$ cat config.mk
export PLATFORM = sky130hd
export DESIGN_NAME = bmc_top
export DESIGN_NICKNAME = d
export VERILOG_FILES = /design/src/logic/bmc_pkg.sv /design/src/logic/wb_decoder.sv /design/src/logic/sys_config.sv /design/src/logic/level_checker.sv /design/src/logic/irq_controller.sv /design/src/logic/bus_monitor.sv /design/src/logic/bmc_top.sv
export VERILOG_INCLUDE_DIRS = /design/src /design/src/logic
export SDC_FILE = /design/constraint.sdc
export NUM_CORES = 1
export LEC_CHECK = 0
export ABC_CLOCK_PERIOD_IN_PS = 11400
export BUFFER_PORTS_ARGS = -buffer_cell sky130_fd_sc_hd__buf_2
export CORE_MARGIN = 4
export CORE_UTILIZATION = 40
export CTS_CLUSTER_SIZE = 28
export DETAILED_ROUTE_END_ITERATION = 7
export GPL_ROUTABILITY_DRIVEN = 0
export PLACE_DENSITY = 0.69
export SLEW_MARGIN = 25
export SYNTH_ARGS = -nofsm -noshare
export SYNTH_HDL_FRONTEND = slang
export SYNTH_HIERARCHICAL = 1
export SYNTH_SLANG_ARGS = --single-unit
$ cat constraint.sdc
create_clock -name gclk40 -period 11.4 [get_ports gclk40]
set_input_delay 1.14 -clock gclk40 [delete_from_list [all_inputs] [get_ports gclk40]]
set_output_delay 1.14 -clock gclk40 [all_outputs]
set_load 0.05 [all_outputs]
$ cat src/logic/bmc_macros.svh
`ifndef BMC_MACROS_SVH
`define BMC_MACROS_SVH

// ========================================
// widths.
// ========================================
`define BMC_ADDR_W        16
`define BMC_DATA_W        16
`define BMC_SAMPLE_W      12
`define BMC_CHAN_W        3
`define BMC_NUM_CHANNELS  8
`define BMC_NUM_IRQ       2

// ========================================
// address map, one window per slave.
// ========================================
`define BMC_NUM_SLAVES    4
`define BMC_SLV_SYSCONF   0
`define BMC_SLV_LEVCHK    1
`define BMC_SLV_IRQC      2
`define BMC_SLV_BUSMON    3

`define BMC_SYSCONF_BASE  16'h0000
`define BMC_LEVCHK_BASE   16'h0100
`define BMC_IRQC_BASE     16'h0200
`define BMC_BUSMON_BASE   16'h0300
`define BMC_REGION_SIZE   16

// register offsets within a window.
`define BMC_SYSCONF_ID_OFS     16'h0000
`define BMC_SYSCONF_REV_OFS    16'h0001
`define BMC_SYSCONF_CFG_OFS    16'h0002
`define BMC_LEVCHK_INRANGE_OFS 16'h0008
`define BMC_LEVCHK_STICKY_OFS  16'h0009
`define BMC_IRQC_PENDING_OFS   16'h0000
`define BMC_IRQC_MASK_OFS      16'h0001
`define BMC_BUSMON_ADDR_OFS    16'h0000
`define BMC_BUSMON_STATUS_OFS  16'h0001

// reset and identity values.
`define BMC_BOARD_ID      16'h0007
`define BMC_REV           16'h0102
`define BMC_SYSCFG_RESET  8'h01
`define BMC_THRESH_RESET  12'hFFF

`endif

$ cat src/logic/bmc_pkg.sv
`include "bmc_macros.svh"

package bmc_pkg;

  // ========================================
  // plain vector types.
  // ========================================
  typedef logic [`BMC_ADDR_W-1:0]       addr_t;
  typedef logic [`BMC_DATA_W-1:0]       data_t;
  typedef logic [`BMC_SAMPLE_W-1:0]     sample_t;
  typedef logic [`BMC_CHAN_W-1:0]       chan_t;
  typedef logic [`BMC_NUM_CHANNELS-1:0] chan_mask_t;

  // bit 0 is the level violation, bit 1 the bus memory violation.
  typedef logic [`BMC_NUM_IRQ-1:0]      irq_vec_t;

  // ========================================
  // bus and sample bundles.
  // ========================================
  typedef struct packed {
    logic  cyc;
    logic  stb;
    logic  we;
    addr_t adr;
    data_t dat;
  } wb_req_t;

  typedef struct packed {
    logic  ack;
    logic  err;
    data_t dat;
  } wb_rsp_t;

  typedef struct packed {
    logic    valid;
    chan_t   channel;
    sample_t result;
  } adc_sample_t;

endpackage

$ cat src/logic/wb_decoder.sv
`include "bmc_macros.svh"

module wb_decoder (
  input  logic                                   hard_reset,
  input  logic                                   gclk40,
  input  bmc_pkg::wb_req_t                       m_req_i,
  output bmc_pkg::wb_rsp_t                       m_rsp_o,
  output bmc_pkg::wb_req_t [`BMC_NUM_SLAVES-1:0] s_req_o,
  input  bmc_pkg::wb_rsp_t [`BMC_NUM_SLAVES-1:0] s_rsp_i,
  output logic                                   memv_o,
  output bmc_pkg::addr_t                         viol_addr_o,
  output logic                                   viol_we_o
);

  localparam bmc_pkg::addr_t SLAVE_BASE [`BMC_NUM_SLAVES] = '{
    `BMC_SYSCONF_BASE,
    `BMC_LEVCHK_BASE,
    `BMC_IRQC_BASE,
    `BMC_BUSMON_BASE
  };

  logic                                 strobe;
  logic                                 unmapped;
  logic                                 err_q;
  logic [`BMC_NUM_SLAVES-1:0]           sel;
  bmc_pkg::addr_t [`BMC_NUM_SLAVES-1:0] offset;
  logic                                 ack;
  bmc_pkg::data_t                       rdat;

  assign strobe = m_req_i.cyc && m_req_i.stb;

  // ========================================
  // window match and request fan-out.
  // ========================================
  // the subtraction wraps below the base, so one compare covers both ends.
  always_comb begin
    for (int i = 0; i < `BMC_NUM_SLAVES; i++) begin
      offset[i] = m_req_i.adr - SLAVE_BASE[i];
      sel[i]    = strobe && (offset[i] < bmc_pkg::addr_t'(`BMC_REGION_SIZE));
    end
  end

  always_comb begin
    for (int i = 0; i < `BMC_NUM_SLAVES; i++) begin
      s_req_o[i]     = m_req_i;
      s_req_o[i].stb = sel[i];
      s_req_o[i].adr = offset[i];
    end
  end

  // ========================================
  // response merge.
  // ========================================
  // idle slaves drive zero data, so a plain OR picks the active one.
  always_comb begin
    ack  = 1'b0;
    rdat = '0;
    for (int i = 0; i < `BMC_NUM_SLAVES; i++) begin
      ack  = ack | s_rsp_i[i].ack;
      rdat = rdat | s_rsp_i[i].dat;
    end
  end

  assign m_rsp_o = {ack, err_q, rdat};

  // unmapped strobe, answered here with err.
  assign unmapped = strobe && (sel == '0);

  always_ff @(posedge gclk40) begin
    if (!hard_reset) begin
      err_q <= 1'b0;
    end else begin
      err_q <= unmapped && !err_q;
    end
  end

  // violation details, held beside the err pulse.
  always_ff @(posedge gclk40) begin
    if (unmapped && !err_q) begin
      viol_addr_o <= m_req_i.adr;
      viol_we_o   <= m_req_i.we;
    end
  end

  assign memv_o = err_q;

  sel_onehot_a : assert property (
    @(posedge gclk40) disable iff (!hard_reset) $onehot0(sel)
  );

  ack_err_excl_a : assert property (
    @(posedge gclk40) disable iff (!hard_reset) !(m_rsp_o.ack && m_rsp_o.err)
  );

endmodule

$ cat src/logic/sys_config.sv
`include "bmc_macros.svh"

module sys_config (
  input  logic             hard_reset,
  input  logic             gclk40,
  input  bmc_pkg::wb_req_t req_i,
  output bmc_pkg::wb_rsp_t rsp_o,
  output logic [7:0]       sys_config_o
);

  logic           access;
  logic           ack_q;
  bmc_pkg::data_t rdat;
  bmc_pkg::data_t rdat_q;
  logic [7:0]     cfg_q;

  // one ack per strobe.
  assign access = req_i.cyc && req_i.stb && !ack_q;

  always_comb begin
    case (req_i.adr)
      `BMC_SYSCONF_ID_OFS:  rdat = `BMC_BOARD_ID;
      `BMC_SYSCONF_REV_OFS: rdat = `BMC_REV;
      `BMC_SYSCONF_CFG_OFS: rdat = {8'h00, cfg_q};
      default:              rdat = '0;
    endcase
  end

  // id and revision are fixed, writes there just get acked.
  always_ff @(posedge gclk40) begin
    if (!hard_reset) begin
      ack_q  <= 1'b0;
      rdat_q <= '0;
      cfg_q  <= `BMC_SYSCFG_RESET;
    end else begin
      ack_q  <= access;
      rdat_q <= access ? rdat : '0;
      if (access && req_i.we && (req_i.adr == `BMC_SYSCONF_CFG_OFS)) begin
        cfg_q <= req_i.dat[7:0];
      end
    end
  end

  assign rsp_o        = {ack_q, 1'b0, rdat_q};
  assign sys_config_o = cfg_q;

endmodule

$ cat src/logic/level_checker.sv
`include "bmc_macros.svh"

module level_checker (
  input  logic                 hard_reset,
  input  logic                 gclk40,
  input  bmc_pkg::wb_req_t     req_i,
  output bmc_pkg::wb_rsp_t     rsp_o,
  input  bmc_pkg::adc_sample_t adc_sample_i,
  output bmc_pkg::chan_mask_t  in_range_o,
  output logic                 viol_o
);

  logic                access;
  logic                ack_q;
  logic                thresh_sel;
  logic                over;
  bmc_pkg::data_t      rdat;
  bmc_pkg::data_t      rdat_q;
  bmc_pkg::sample_t    thresh_q [`BMC_NUM_CHANNELS];
  bmc_pkg::chan_mask_t in_range_q;
  bmc_pkg::chan_mask_t sticky_q;
  bmc_pkg::chan_mask_t hit;
  bmc_pkg::chan_mask_t clr;

  assign access     = req_i.cyc && req_i.stb && !ack_q;
  assign thresh_sel = req_i.adr < bmc_pkg::addr_t'(`BMC_NUM_CHANNELS);

  // ========================================
  // sample compare.
  // ========================================
  assign over = adc_sample_i.valid &&
                (adc_sample_i.result > thresh_q[adc_sample_i.channel]);
  assign hit  = over ? bmc_pkg::chan_mask_t'(1) << adc_sample_i.channel : '0;

  // write-one-to-clear on the sticky register.
  assign clr = (access && req_i.we && (req_i.adr == `BMC_LEVCHK_STICKY_OFS)) ?
               bmc_pkg::chan_mask_t'(req_i.dat) : '0;

  // ========================================
  // register read.
  // ========================================
  always_comb begin
    rdat = '0;
    if (thresh_sel) begin
      rdat = bmc_pkg::data_t'(thresh_q[bmc_pkg::chan_t'(req_i.adr)]);
    end else if (req_i.adr == `BMC_LEVCHK_INRANGE_OFS) begin
      rdat = bmc_pkg::data_t'(in_range_q);
    end else if (req_i.adr == `BMC_LEVCHK_STICKY_OFS) begin
      rdat = bmc_pkg::data_t'(sticky_q);
    end
  end

  always_ff @(posedge gclk40) begin
    if (!hard_reset) begin
      ack_q      <= 1'b0;
      rdat_q     <= '0;
      in_range_q <= '1;
      sticky_q   <= '0;
      viol_o     <= 1'b0;
      for (int i = 0; i < `BMC_NUM_CHANNELS; i++) begin
        thresh_q[i] <= `BMC_THRESH_RESET;
      end
    end else begin
      ack_q  <= access;
      rdat_q <= access ? rdat : '0;
      viol_o <= over;
      // a new violation wins over a clear in the same cycle.
      sticky_q <= (sticky_q & ~clr) | hit;
      if (adc_sample_i.valid) begin
        in_range_q[adc_sample_i.channel] <= !over;
      end
      if (access && req_i.we && thresh_sel) begin
        thresh_q[bmc_pkg::chan_t'(req_i.adr)] <= req_i.dat[`BMC_SAMPLE_W-1:0];
      end
    end
  end

  assign rsp_o      = {ack_q, 1'b0, rdat_q};
  assign in_range_o = in_range_q;

  chan_range_a : assert property (
    @(posedge gclk40) disable iff (!hard_reset)
    adc_sample_i.valid |-> (int'(adc_sample_i.channel) < `BMC_NUM_CHANNELS)
  );

endmodule

$ cat src/logic/irq_controller.sv
`include "bmc_macros.svh"

module irq_controller (
  input  logic              hard_reset,
  input  logic              gclk40,
  input  bmc_pkg::wb_req_t  req_i,
  output bmc_pkg::wb_rsp_t  rsp_o,
  input  bmc_pkg::irq_vec_t src_i,
  output logic              irq_o
);

  logic              access;
  logic              ack_q;
  bmc_pkg::data_t    rdat;
  bmc_pkg::data_t    rdat_q;
  bmc_pkg::irq_vec_t pending_q;
  bmc_pkg::irq_vec_t mask_q;
  bmc_pkg::irq_vec_t clr;

  assign access = req_i.cyc && req_i.stb && !ack_q;

  assign clr = (access && req_i.we && (req_i.adr == `BMC_IRQC_PENDING_OFS)) ?
               bmc_pkg::irq_vec_t'(req_i.dat) : '0;

  always_comb begin
    case (req_i.adr)
      `BMC_IRQC_PENDING_OFS: rdat = bmc_pkg::data_t'(pending_q);
      `BMC_IRQC_MASK_OFS:    rdat = bmc_pkg::data_t'(mask_q);
      default:               rdat = '0;
    endcase
  end

  // ========================================
  // pending, mask and the output line.
  // ========================================
  always_ff @(posedge gclk40) begin
    if (!hard_reset) begin
      ack_q     <= 1'b0;
      rdat_q    <= '0;
      pending_q <= '0;
      mask_q    <= '0;
      irq_o     <= 1'b0;
    end else begin
      ack_q  <= access;
      rdat_q <= access ? rdat : '0;
      // sources set, write-one clears; a fresh pulse is never lost.
      pending_q <= (pending_q & ~clr) | src_i;
      if (access && req_i.we && (req_i.adr == `BMC_IRQC_MASK_OFS)) begin
        mask_q <= bmc_pkg::irq_vec_t'(req_i.dat);
      end
      irq_o <= |(pending_q & mask_q);
    end
  end

  assign rsp_o = {ack_q, 1'b0, rdat_q};

endmodule

$ cat src/logic/bus_monitor.sv
`include "bmc_macros.svh"

module bus_monitor (
  input  logic             hard_reset,
  input  logic             gclk40,
  input  bmc_pkg::wb_req_t req_i,
  output bmc_pkg::wb_rsp_t rsp_o,
  input  logic             memv_i,
  input  bmc_pkg::addr_t   viol_addr_i,
  input  logic             viol_we_i
);

  logic           access;
  logic           ack_q;
  logic           clear;
  logic           cap_valid_q;
  logic           cap_we_q;
  bmc_pkg::addr_t cap_addr_q;
  bmc_pkg::data_t rdat;
  bmc_pkg::data_t rdat_q;

  assign access = req_i.cyc && req_i.stb && !ack_q;
  assign clear  = access && req_i.we && (req_i.adr == `BMC_BUSMON_STATUS_OFS);

  always_comb begin
    case (req_i.adr)
      `BMC_BUSMON_ADDR_OFS:   rdat = cap_addr_q;
      `BMC_BUSMON_STATUS_OFS: rdat = {14'h0000, cap_we_q, cap_valid_q};
      default:                rdat = '0;
    endcase
  end

  // only the first violation is kept until software clears it.
  always_ff @(posedge gclk40) begin
    if (!hard_reset) begin
      ack_q       <= 1'b0;
      rdat_q      <= '0;
      cap_valid_q <= 1'b0;
      cap_we_q    <= 1'b0;
      cap_addr_q  <= '0;
    end else begin
      ack_q  <= access;
      rdat_q <= access ? rdat : '0;
      if (clear) begin
        cap_valid_q <= 1'b0;
      end else if (memv_i && !cap_valid_q) begin
        cap_valid_q <= 1'b1;
        cap_we_q    <= viol_we_i;
        cap_addr_q  <= viol_addr_i;
      end
    end
  end

  assign rsp_o = {ack_q, 1'b0, rdat_q};

endmodule

$ cat src/logic/bmc_top.sv
`include "bmc_macros.svh"

module bmc_top (
  input  logic                 hard_reset,
  input  logic                 gclk40,
  input  bmc_pkg::wb_req_t     wb_req_i,
  output bmc_pkg::wb_rsp_t     wb_rsp_o,
  input  bmc_pkg::adc_sample_t adc_sample_i,
  output logic [7:0]           sys_config_o,
  output bmc_pkg::chan_mask_t  in_range_o,
  output logic                 irq_o
);

  bmc_pkg::wb_req_t [`BMC_NUM_SLAVES-1:0] s_req;
  bmc_pkg::wb_rsp_t [`BMC_NUM_SLAVES-1:0] s_rsp;
  logic                                   memv;
  logic                                   viol_we;
  logic                                   lc_viol;
  bmc_pkg::addr_t                         viol_addr;

  // ========================================
  // slave-side decoder.
  // ========================================
  wb_decoder u_wb_decoder (
    .hard_reset  (hard_reset),
    .gclk40      (gclk40),
    .m_req_i     (wb_req_i),
    .m_rsp_o     (wb_rsp_o),
    .s_req_o     (s_req),
    .s_rsp_i     (s_rsp),
    .memv_o      (memv),
    .viol_addr_o (viol_addr),
    .viol_we_o   (viol_we)
  );

  // ========================================
  // register slaves.
  // ========================================
  sys_config u_sys_config (
    .hard_reset   (hard_reset),
    .gclk40       (gclk40),
    .req_i        (s_req[`BMC_SLV_SYSCONF]),
    .rsp_o        (s_rsp[`BMC_SLV_SYSCONF]),
    .sys_config_o (sys_config_o)
  );

  level_checker u_level_checker (
    .hard_reset   (hard_reset),
    .gclk40       (gclk40),
    .req_i        (s_req[`BMC_SLV_LEVCHK]),
    .rsp_o        (s_rsp[`BMC_SLV_LEVCHK]),
    .adc_sample_i (adc_sample_i),
    .in_range_o   (in_range_o),
    .viol_o       (lc_viol)
  );

  // source bit 0 is the level violation, bit 1 the memory violation.
  irq_controller u_irq_controller (
    .hard_reset (hard_reset),
    .gclk40     (gclk40),
    .req_i      (s_req[`BMC_SLV_IRQC]),
    .rsp_o      (s_rsp[`BMC_SLV_IRQC]),
    .src_i      ({memv, lc_viol}),
    .irq_o      (irq_o)
  );

  bus_monitor u_bus_monitor (
    .hard_reset  (hard_reset),
    .gclk40      (gclk40),
    .req_i       (s_req[`BMC_SLV_BUSMON]),
    .rsp_o       (s_rsp[`BMC_SLV_BUSMON]),
    .memv_i      (memv),
    .viol_addr_i (viol_addr),
    .viol_we_i   (viol_we)
  );

endmodule

Yosys cells after proc, flatten, opt, wreduce, memory -nomap -nowiden
Memories as Yosys holds them, arrays and structs flattened.
Index checks and enable logic that the tools add are counted.
Word-level totals
  bits in writable memories: 96
  bits in registers: 134
  bits of input ports: 53
  memories kept: 1
Memories
  u_level_checker.thresh_q: depth 8, bits a word 12, rd ports 2, clocked after memory_dff 0, wr ports 8, RTL line level_checker.sv:19  | bmc_pkg::sample_t thresh_q [`BMC_NUM_CHANNELS];
Operators by class
  $lt $le $gt $ge: 8
  bitwise gates (word level): 16
  equality and inequality tests: 6
  reduce and logical (&&, ||, !) cells: 48
  muxes and demuxes: 19
  $add $sub $neg: 3
  shifts and indexed selects: 1
Operators with widths (count)
  $lt 16x5->1 const B: 4
  $eq 16x1->1 const B: 3
  $logic_not 16->1: 3
  $or 16x16->16: 3
  $mux 12: 3
  $eq 16x4->1 const B: 2
  $pmux 16 s2: 1
  $sub 16x10->16 const B: 2
  $logic_and 1x1->1: 28
  $pmux 9 s3: 1
  $mux 8: 3
  $eq 16x2->1 const B: 1
  $lt 16x4->1 const B: 1
  $sub 16x9->16 const B: 1
  $gt 12x12->1: 1
  $reduce_or 12->1: 1
  $reduce_and 2->1: 5
  $and 8x8->8: 1
  $bwmux 8: 1
  $not 8->8: 1
  $or 8x8->8: 1
  $shl 1x3->8 const A: 1
  $logic_not 1->1: 7
  $mux 1: 6
  14 further kinds: 20

Logic depth before layout (Yosys ltp)
Gate-level depths: netlist of run 1.
  depth in word-level cells: 12
  gate-level depth with buffers: 14
  mapped depth without buffers: 12

Hierarchy
Netlist of run 1, hierarchy kept.
Modules (own cells, without submodules)
  level_checker: instances 1, cells each 474, area each 6600.1 µm², seq. area each 3483.3 µm²
  wb_decoder: instances 1, cells each 231, area each 2208.4 µm², seq. area each 530.5 µm²
  bus_monitor: instances 1, cells each 175, area each 1572.8 µm², seq. area each 700.7 µm²
  sys_config: instances 1, cells each 79, area each 748.2 µm², seq. area each 360.3 µm²
  irq_controller: instances 1, cells each 62, area each 536.8 µm², seq. area each 160.2 µm²

Least setup slack after synthesis of run 1
OpenSTA, ideal clock, no wires.
  path kind: input-to-reg
  from: input port wb_req_i[25] (netlist name)
  to: memory u_level_checker/thresh_q[6][0] (netlist name), enable pin
  arrival: 4.133 ns
  data required time: 11.041 ns
  path slack: 6.909 ns
  stages on the path: 13
  cells stage by stage: inv_1 -> ha_1 -> nor3b_1 -> nand2_1 -> xnor2_1 -> nor4_4 -> and3b_1 -> nand2_1 -> inv_1 -> nand2_4 -> nor3_1 -> clkbuf_1 -> nand2b_1
RTL lines
  from (decl): RTL line bmc_top.sv:6  | input bmc_pkg::wb_req_t wb_req_i,
  to (decl): RTL line level_checker.sv:19

==> results of run 1 <==
[worst max-delay path, stage by stage]
cell	delay, ns
buf_2	0.18
inv_1	0.30
ha_1	0.25
nor3b_1	0.43
nand2_1	0.12
xnor2_1	0.21
nor4_4	0.43
and3b_1	0.26
nand2_1	0.27
nor3_1	0.32
and3_1	0.57
nand2b_1	0.61
[power groups by stage]
stage	clock network, uW	logic, uW	registers [uW]
3_5_place_dp	0	188	834
3_3_place_gp	0	184	832
2_1_floorplan	0	153	832
5_1_grt	704	205	822
6_report	665	190	818
4_1_cts	675	189	818
[state kept, by name, indices dropped and copies added (netlist names), 2 cells and up]
signal / cells
u_bus_monitor/cap_addr_q: 16
u_bus_monitor/rdat_q: 16
u_irq_controller/mask_q: 2
u_irq_controller/pending_q: 2
u_irq_controller/rdat_q: 2
u_level_checker/in_range_o: 8
u_level_checker/rdat_q: 12
u_level_checker/sticky_q: 8
u_level_checker/thresh_q: 96
u_sys_config/rdat_q: 9
u_sys_config/sys_config_o: 8
u_wb_decoder/viol_addr_o: 16
[cell usage in the layout (no fill, tap or decap), drive strengths merged, types with 3 or more instances in the layout]
cell / instances
edfxtp: 113
dfxtp: 92
buf: 92
nand2: 63
nand2b: 55
or2: 50
mux4: 48
nor2: 43
clkbuf: 30
mux2i: 27
conb: 25
nand4: 25
ha: 23
inv: 21
nor4: 21
and2: 20
or4: 20
nor3: 18
a41oi: 17
o311ai: 17
nand3: 13
nand3b: 11
mux2: 9
o31ai: 9
nor2b: 9
xor2: 9
o31a: 8
a21o: 8
xnor2: 8
a21oi: 7
a222oi: 7
clkinv: 6
o21ai: 5
nor3b: 4
a2111oi: 4
a211oi: 3
or3: 3
[cell type report]
| cell class | count | area [um^2] | area share, % |
|---|---|---|---|
| Sequential cell | 205 | 5235 | 43.60 |
| Clock buffer | 30 | 633.1 | 5.273 |
| Inverter | 19 | 71.32 | 0.5940 |
| Multi-Input combinational cell | 611 | 5067 | 42.21 |
| Clock inverter | 8 | 41.29 | 0.3439 |
| Timing Repair Buffer | 92 | 485.5 | 4.043 |
| Tap cell | 378 | 473.0 | 3.939 |
[layer usage]
metal | part of all wire, % | vias to the layer above
li1 | - | 3447
met4 | 2.5 | 0
met1 | 43 | 3623
met3 | 8.8 | 42
met5 | 0 | -
met2 | 45 | 300
[through the flow]
stage | instance area, um^2 | instances | hold slack [ns]
3_5_place_dp | 11320 | 1305 | 0.4404
4_1_cts | 12000 | 1343 | 0.4554
5_1_grt | 12010 | 1343 | 0.4681
6_report | 12010 | 1343 | 0.4531
3_3_place_gp | 11310 | 1304 | 0.4384
2_1_floorplan | 11400 | 996 | 0.4296
[worst max-delay path by stage]
stage / depth (start not counted) / start / endpoint / slack, ns
global route: 12 / wb_req_i[25] / u_level_checker/thresh_q[2][0]$_SDFFCE_PN1P_ / 6.03
finish: 12 / wb_req_i[25] / u_level_checker/thresh_q[2][0]$_SDFFCE_PN1P_ / 6.42
global placement: 12 / wb_req_i[25] / u_level_checker/thresh_q[2][8]$_SDFFCE_PN1P_ / 5.97
CTS: 12 / wb_req_i[25] / u_level_checker/thresh_q[2][3]$_SDFFCE_PN1P_ / 6.42
floorplan: 13 / wb_req_i[25] / u_level_checker/thresh_q[6][0]$_SDFFCE_PN1P_ / 6.91
detailed placement: 12 / wb_req_i[25] / u_level_checker/thresh_q[2][10]$_SDFFCE_PN1P_ / 5.91
==> impl_metrics.py, run 1 <==
metrics = {
    "run_status": {
        "status": "complete, no violations",
    },
    "die": {
        "rows": 61,
        "ios": 88,
        "die_y_um": 176.2,
        "die_w_um": 176.2,
        "design.core.area_mm2": 0.02786,
        "die-area_mm2": 0.03105,
        "initial_core_util_pct": 40.62,
    },
    "power": {
        "p_int_uw": 1265,
        "combPwrFrac_pct": 11.4,
        "power.density_mw_per_mm2": 139.4,
        "power.total_uw": 1673,
        "p_leak_uw": 0.004190,
        "p_sw_uw": 408.5,
        "netSwitchingFraction_pct": 24.41,
        "power.share.sequential_pct": 48.9,
        "worst_ir_drop_vdd_uv": 89.00,
        "power.share.clock_pct": 39.7,
    },
    "hold_path": {
        "hold_depth": 1,
        "worstHoldEndpoint": "u_bus_monitor/rdat_q[2]$_SDFF_PN0_",
        "hp-start": "u_bus_monitor/cap_addr_q[2]$_SDFFE_PN0P_",
        "hold_class": "reg2reg",
    },
    "clock_network": {
        "h-tree-depth": 1,
        "clk_pin_slew_ns": 0.06,
        "ctsLongestPathBuffers": 3,
        "postCtsHoldBufs": 0,
        "root_buffer": "clkbuf_16",
        "cts_made_buffers": 21,
        "post_cts_buffers": 0,
        "clkLatencyLatePin_ns": 0.49,
        "numClockSinks": 205,
        "cts_tree": "done",
        "cts_resized": 0,
    },
    "sta": {
        "setup_slack_ns": 6.417,
        "slew_headroom_pct": 34.77,
        "hold_violations": 0,
        "slew_viol_final": 0,
        "period_minus_slack_ns": 4.983,
        "rsz0062_at_grt": "no",
        "finalCritPeriodShare_pct": 43.71,
        "worst_pin_slew_ns": 0.9761,
        "setup_viol": 0,
        "setup_tns_ns": 0,
        "max_freq_mhz": 200.7,
        "fin_worst_skew_ns": 0.007678,
    },
    "global_route": {
        "grt_pass1_vias": 7305,
        "use_met1_pct": 24.09,
        "busiest_layer": "met2",
        "grt_overflow": 0,
        "met2_usage_pct": 26.69,
        "grt_pass1_wl_um": 41790,
        "grt_usage_pct": 17.05,
        "antenna_found_initial": 0,
        "grt_max_degree": 77,
        "grt_util_met3_pct": 3.854,
    },
    "setup_path": {
        "cp_data_arrival_time_ns": 5.11,
        "reg2reg_slack_ns": 8.48,
        "r2r-end": "u_level_checker/viol_o$_SDFF_PN0_",
        "required_ns": 11.53,
        "crit-reg2reg-launch": "u_level_checker/thresh_q[7][8]$_SDFFCE_PN1P_",
        "path_max_fanout": 13,
        "reg2reg_depth": 7,
        "start_kind": "input port",
        "critical_path_class": "in2reg",
        "end_kind": "flop",
    },
    "cells_and_area": {
        "final_util_pct": 43.10,
        "final_nets": 1026,
        "nFillCells": 2541,
        "diodes": 0,
        "syn_to_final_growth_pct": 6.092,
        "drive_gt1_share_pct": 25.70,
    },
    "synth": {
        "ys_warn_count": 6,
        "syn_inst": 974,
        "syn_area_per_cell_um2": 11.62,
        "synth_area_mm2": 0.01132,
    },
    "routing": {
        "num_vias": 7412,
        "wire_per_inst_um": 20.11,
        "ant_nets": 0,
        "viasPerCell": 5.519,
        "drtPass1Iterations": 6,
        "drt_drc_violations_left": 0,
        "totalWireLength_um": 27010,
        "drt-initial-drc-count": 685,
    },
    "place": {
        "dp.final_hpwl_um": 18590,
        "place_ws_ns": 5.907,
        "portBuffers": 83,
    },
    "flow_run": {
        "cap_violations": 0,
    },
}
Note: power is estimated with default switching activity, not from simulation.
==> inputs of run 2 (changes only) <==
ABC_CLOCK_PERIOD_IN_PS = 4330   (was 11400)
PLACE_DENSITY = 0.71   (was 0.69)
clock period = 4.33 ns   (was 11.4 ns; I/O delays follow)
==> impl_metrics.py, run 2 (same netlist as run 1, synthesis figures left out) <==
metrics = {
    "run_status": {
        "status": "complete, no violations",
    },
    "power": {
        "p_sw_uw": 1094,
        "worst_ir_drop_vdd_uv": 253.5,
        "p_leak_uw": 0.004284,
        "power.share.clock_pct": 40.3,
        "p_int_uw": 3366,
        "combPwrFrac_pct": 11.3,
        "power.share.sequential_pct": 48.4,
        "power.density_mw_per_mm2": 366.9,
        "netSwitchingFraction_pct": 24.53,
    },
    "sta": {
        "finalCritPeriodShare_pct": 77.35,
        "rsz0062_at_grt": "no",
        "setup_viol": 0,
        "hold_violations": 0,
        "fin_worst_skew_ns": 0.01508,
        "slew_viol_final": 0,
        "period_minus_slack_ns": 3.349,
        "slew_headroom_pct": 32.20,
        "setup_slack_ns": 0.9807,
        "worst_pin_slew_ns": 1.017,
        "max_freq_mhz": 298.6,
        "hold_slack_ns": 0.2805,
        "setup_tns_ns": 0,
    },
    "hold_path": {
        "hold_class": "in2reg",
    },
    "cells_and_area": {
        "final_common_cell": "edfxtp_1",
        "largest_reg_flops": 96,
        "nFillCells": 2517,
        "top_register": "u_level_checker/thresh_q",
        "syn_to_final_growth_pct": 7.407,
        "final_cell_mix": "edfxtp_1 (113), dfxtp_1 (92), buf_2 (83)",
        "drive_gt1_share_pct": 27.21,
        "final_nets": 1046,
        "final_util_pct": 43.63,
    },
    "clock_network": {
        "clkLatencyLatePin_ns": 0.50,
        "root_buffer": "clkbuf_16",
        "ctsLongestPathBuffers": 3,
        "clk_pin_slew_ns": 0.06,
        "post_cts_buffers": 0,
        "cts_tree": "done",
        "numClockSinks": 205,
        "cts_resized": 0,
        "h-tree-depth": 1,
        "cts_made_buffers": 21,
        "postCtsHoldBufs": 0,
    },
    "global_route": {
        "grt_pass1_wl_um": 42170,
        "grt_max_degree": 53,
        "antenna_found_initial": 1,
        "grt_pass1_vias": 7482,
        "grt_overflow": 0,
        "grt_usage_pct": 17.02,
    },
    "die": {
        "design.core.area_mm2": 0.02786,
        "die-area_mm2": 0.03105,
        "die_y_um": 176.2,
        "initial_core_util_pct": 40.62,
        "die_w_um": 176.2,
        "rows": 61,
        "ios": 88,
    },
    "routing": {
        "viasPerCell": 5.512,
        "highest_layer": "met4",
        "totalWireLength_um": 27190,
        "wire_per_inst_um": 19.93,
        "num_vias": 7518,
        "drt_drc_violations_left": 0,
        "ant_nets": 0,
        "drtPass1Iterations": 5,
        "dr_wl_met2_um": 12330,
        "met1_length_um": 11910,
        "drt-initial-drc-count": 724,
        "routed-wl-met3_um": 2231,
    },
    "setup_path": {
        "start_kind": "input port",
        "critical_path_class": "in2reg",
        "end_kind": "flop",
        "path_max_fanout": 13,
        "cp_data_arrival_time_ns": 3.54,
        "required_ns": 4.52,
        "reg2reg_slack_ns": 1.58,
    },
    "place": {
        "place_ws_ns": 0.4879,
        "portBuffers": 83,
        "dp.final_hpwl_um": 19240,
    },
    "flow_run": {
        "cap_violations": 0,
    },
}
## run 2: cell count changes in the layout (fill, tap and decap cells not counted), moves of 2 or more
cell	previous run	this run
clkbuf_16	24	21
clkinv_2	3	5
bufinv_16	0	2
buf_4	10	28
clkinv_1	3	1
## run 2: path summary, 6_finish.rpt
check | startpoint | end | cells past startpoint
max reg2reg | u_level_checker/thresh_q[3][11]$_SDFFCE_PN1P_ | u_level_checker/viol_o$_SDFF_PN0_ | 9
min reg2reg | u_bus_monitor/cap_addr_q[15]$_SDFFE_PN0P_ | u_bus_monitor/rdat_q[15]$_SDFF_PN0_ | 1
max | wb_req_i[22] | u_level_checker/thresh_q[5][3]$_SDFFCE_PN1P_ | 12
min | wb_req_i[28] | u_wb_decoder/viol_addr_o[12]$_DFFE_PP_ | 1
## run 2: through the flow
stage	total power, uW	cell area (um^2)	std cells
after global placement	2684	11460	1324
after floorplan	2593	11400	996
final	4460	12160	1364
after global routing	4610	12150	1363
after detailed placement	2699	11480	1325
after CTS	4474	12150	1363
## run 2: cell type report
class / instances / area (um^2) / share of cell area, %
flip-flops and latches: 205 / 5235 / 43.07
multi-input cells: 611 / 5056 / 41.60
clock buffers: 28 / 571.8 / 4.704
well taps: 378 / 473.0 / 3.891
inverters: 19 / 71.32 / 0.5867
diodes: 1 / 2.502 / 0.02059
clock inverters: 10 / 105.1 / 0.8646
repair buffers: 112 / 640.6 / 5.270
## run 2: power groups by stage
stage	Combinational, uW	Sequential, uW	Clock [uW]
6_report	505	2160	1800
3_5_place_dp	500	2200	0
4_1_cts	502	2160	1810
2_1_floorplan	403	2190	0
5_1_grt	543	2160	1900
3_3_place_gp	492	2190	0
## run 2: routing by layer
layer	vias up	global-route usage (%)
met5	-	0
met4	0	5.003
met3	40	3.619
met2	305	26.62
met1	3685	23.98
li1	3488	-
## run 2: worst max-delay path, stage by stage
cell and delay (ns):
buf_2 0.17, or4_4 0.60, a2111oi_2 0.37, nand2_1 0.13, nor4_4 0.33, and3b_1 0.24, nand2_1 0.10, inv_1 0.12
nand2_4 0.11, or4_4 0.53, nand2_1 0.14, buf_4 0.23
==> inputs of run 3 (changes only) <==
ABC_AREA = 1   (was default)
ABC_CLOCK_PERIOD_IN_PS = 2700   (was 4330)
clock period = 2.7 ns   (was 4.33 ns; I/O delays follow)
==> impl_metrics.py, run 3 <==
metrics = {
    "synth": {
        "syn_area_per_cell_um2": 8.022,
        "syn_inst": 1449,
        "ys_warn_count": 6,
        "synth_area_mm2": 0.01162,
    },
    "routing": {
        "wire_per_inst_um": 16.43,
        "viasPerCell": 5.192,
        "num_vias": 9968,
        "ant_nets": 0,
        "totalWireLength_um": 31550,
        "drt_drc_violations_left": 0,
        "drtPass1Iterations": 6,
        "drt-initial-drc-count": 1201,
    },
    "power": {
        "power.total_uw": 7427,
        "power.density_mw_per_mm2": 564.8,
        "p_sw_uw": 1900,
        "p_int_uw": 5527,
        "power.share.sequential_pct": 46.5,
        "p_leak_uw": 0.005556,
        "power.share.clock_pct": 41.0,
        "combPwrFrac_pct": 12.4,
        "netSwitchingFraction_pct": 25.58,
        "worst_ir_drop_vdd_uv": 317.9,
    },
    "cells_and_area": {
        "layout.cells.non_filler": 1920,
        "final_nets": 1596,
        "top_register": "u_level_checker/thresh_q",
        "largest_reg_flops": 96,
        "drive_gt1_share_pct": 18.75,
        "syn_to_final_growth_pct": 13.13,
        "final_common_cell": "nand2_1",
        "final_cell_mix": "nand2_1 (358), nor2_1 (181), inv_1 (143)",
        "nFillCells": 2815,
        "diodes": 0,
        "final_area_mm2": 0.01315,
    },
    "flow_run": {
        "cap_violations": 0,
    },
    "place": {
        "place_ws_ns": -0.2252,
        "dp.final_hpwl_um": 23500,
        "detailed_place.area_mm2": 0.01241,
        "placed_cells": 1879,
        "portBuffers": 83,
    },
    "setup_path": {
        "critical_path.max_stage_delay_ns": 0.40,
        "cp_data_arrival_time_ns": 2.94,
        "slowest_stage": "edfxtp_1",
        "endpoint": "u_level_checker/sticky_q[4]$_SDFF_PN0_",
        "path_max_fanout": 3,
        "crit-reg2reg-launch": "u_level_checker/thresh_q[4][1]$_SDFFCE_PN1P_",
        "reg2reg_depth": 11,
        "cp-startpoint": "u_level_checker/thresh_q[4][1]$_SDFFCE_PN1P_",
        "path_depth": 11,
        "cp_top_family": "compound AO/OA/AOI/OAI gates",
        "r2r-end": "u_level_checker/sticky_q[4]$_SDFF_PN0_",
        "critPathBufInv": 3,
        "crit_chain": "a22oi_1, o221ai_1, o21ai_0, buf_4, ha_1, nand3_1, o21ai_0, clkinv_1, buf_4, nand4_1, o21ai_0",
        "critical_path_class": "reg2reg",
        "end_kind": "flop",
        "crit_top_cell": "o21ai_0",
        "start_kind": "flop",
        "required_ns": 3.09,
        "reg2reg_slack_ns": 0.16,
    },
    "sta": {
        "setup_slack_ns": 0.1562,
        "setup_viol": 0,
        "worst_pin_slew_ns": 0.5738,
        "hold_violations": 0,
        "slew_viol_final": 0,
        "period_minus_slack_ns": 2.544,
        "slew_headroom_pct": 61.35,
        "finalCritPeriodShare_pct": 94.22,
        "rsz0062_at_grt": "no",
        "hold_slack_ns": 0.02353,
        "max_freq_mhz": 393.1,
        "fin_worst_skew_ns": 0.008860,
    },
    "run_status": {
        "status": "complete, no violations",
    },
    "die": {
        "die_y_um": 178.5,
        "rows": 62,
        "initial_core_util_pct": 40.50,
        "ios": 88,
        "die-area_mm2": 0.03185,
        "die_w_um": 178.5,
        "design.core.area_mm2": 0.02870,
    },
    "clock_network": {
        "post_cts_buffers": 0,
        "cts_made_buffers": 23,
        "h-tree-depth": 1,
        "root_buffer": "clkbuf_16",
        "clkLatencyLatePin_ns": 0.51,
        "ctsLongestPathBuffers": 3,
        "clk_pin_slew_ns": 0.06,
        "cts_resized": 0,
        "cts_tree": "done",
        "numClockSinks": 205,
        "postCtsHoldBufs": 0,
    },
    "global_route": {
        "grt_pass1_wl_um": 49760,
        "grt_max_degree": 49,
        "antenna_found_initial": 1,
        "grt_usage_pct": 19.59,
        "grt_overflow": 0,
        "grt_pass1_vias": 9420,
    },
    "hold_path": {
        "hold_class": "in2reg",
    },
}
-- run 3: how the worst min path moves through the flow --
stage | start | slack, ns | cells after the start | to
after detailed placement | u_level_checker/viol_o$_SDFF_PN0_ | 0.43 | 2 | u_irq_controller/pending_q[0]$_SDFF_PN0_
final | wb_req_i[3] | 0.02 | 3 | u_sys_config/sys_config_o[3]$_SDFFE_PN0P_
after global routing | wb_req_i[27] | 0.03 | 1 | u_wb_decoder/viol_addr_o[11]$_DFFE_PP_
after CTS | wb_req_i[3] | 0.005 | 3 | u_sys_config/sys_config_o[3]$_SDFFE_PN0P_
after global placement | u_level_checker/viol_o$_SDFF_PN0_ | 0.43 | 2 | u_irq_controller/pending_q[0]$_SDFF_PN0_
after floorplan | wb_req_i[16] | 0.37 | 0 | u_wb_decoder/viol_addr_o[0]$_DFFE_PP_
-- run 3: layout make-up --
type	count	area, um^2	area share [%]
Sequential cell	205	5235	39.81
Tap cell	384	480.5	3.654
Multi-Input combinational cell	950	4751	36.13
Inverter	159	601.8	4.577
Clock buffer	34	666.9	5.071
Clock inverter	7	76.32	0.5804
Timing Repair Buffer	181	1339	10.18
-- run 3: stage by stage --
step	TNS [ns]	util (%)
2_1_floorplan	-0.7946	-
3_3_place_gp	-18.39	43.23
3_5_place_dp	-32.02	43.23
4_1_cts	0	45.82
5_1_grt	0	45.82
6_report	0	45.82
-- run 3: per-layer routing --
layer  share of wire [%]  global-route usage (%)
met2                  44                   31.14
met1                  43                   27.89
met4                 2.5                   5.692
met3                  10                   2.777
met5                   0                       0
-- run 3: worst min-delay path, delay by kind of cell --
| kind | cells | cell delay (ns) |
|---|---|---|
| buffers and inverters | 1 | 0.10 |
| AND/OR/NAND/NOR | 2 | 0.12 |
-- run 3: power groups by stage --
stage               registers (uW)  clock network [uW]  logic, uW
detailed placement            3520                   0        905
CTS                           3450                3100        909
finish                        3460                3050        922
global placement              3520                   0        882
floorplan                     3520                   0        611
global route                  3460                3230       1010
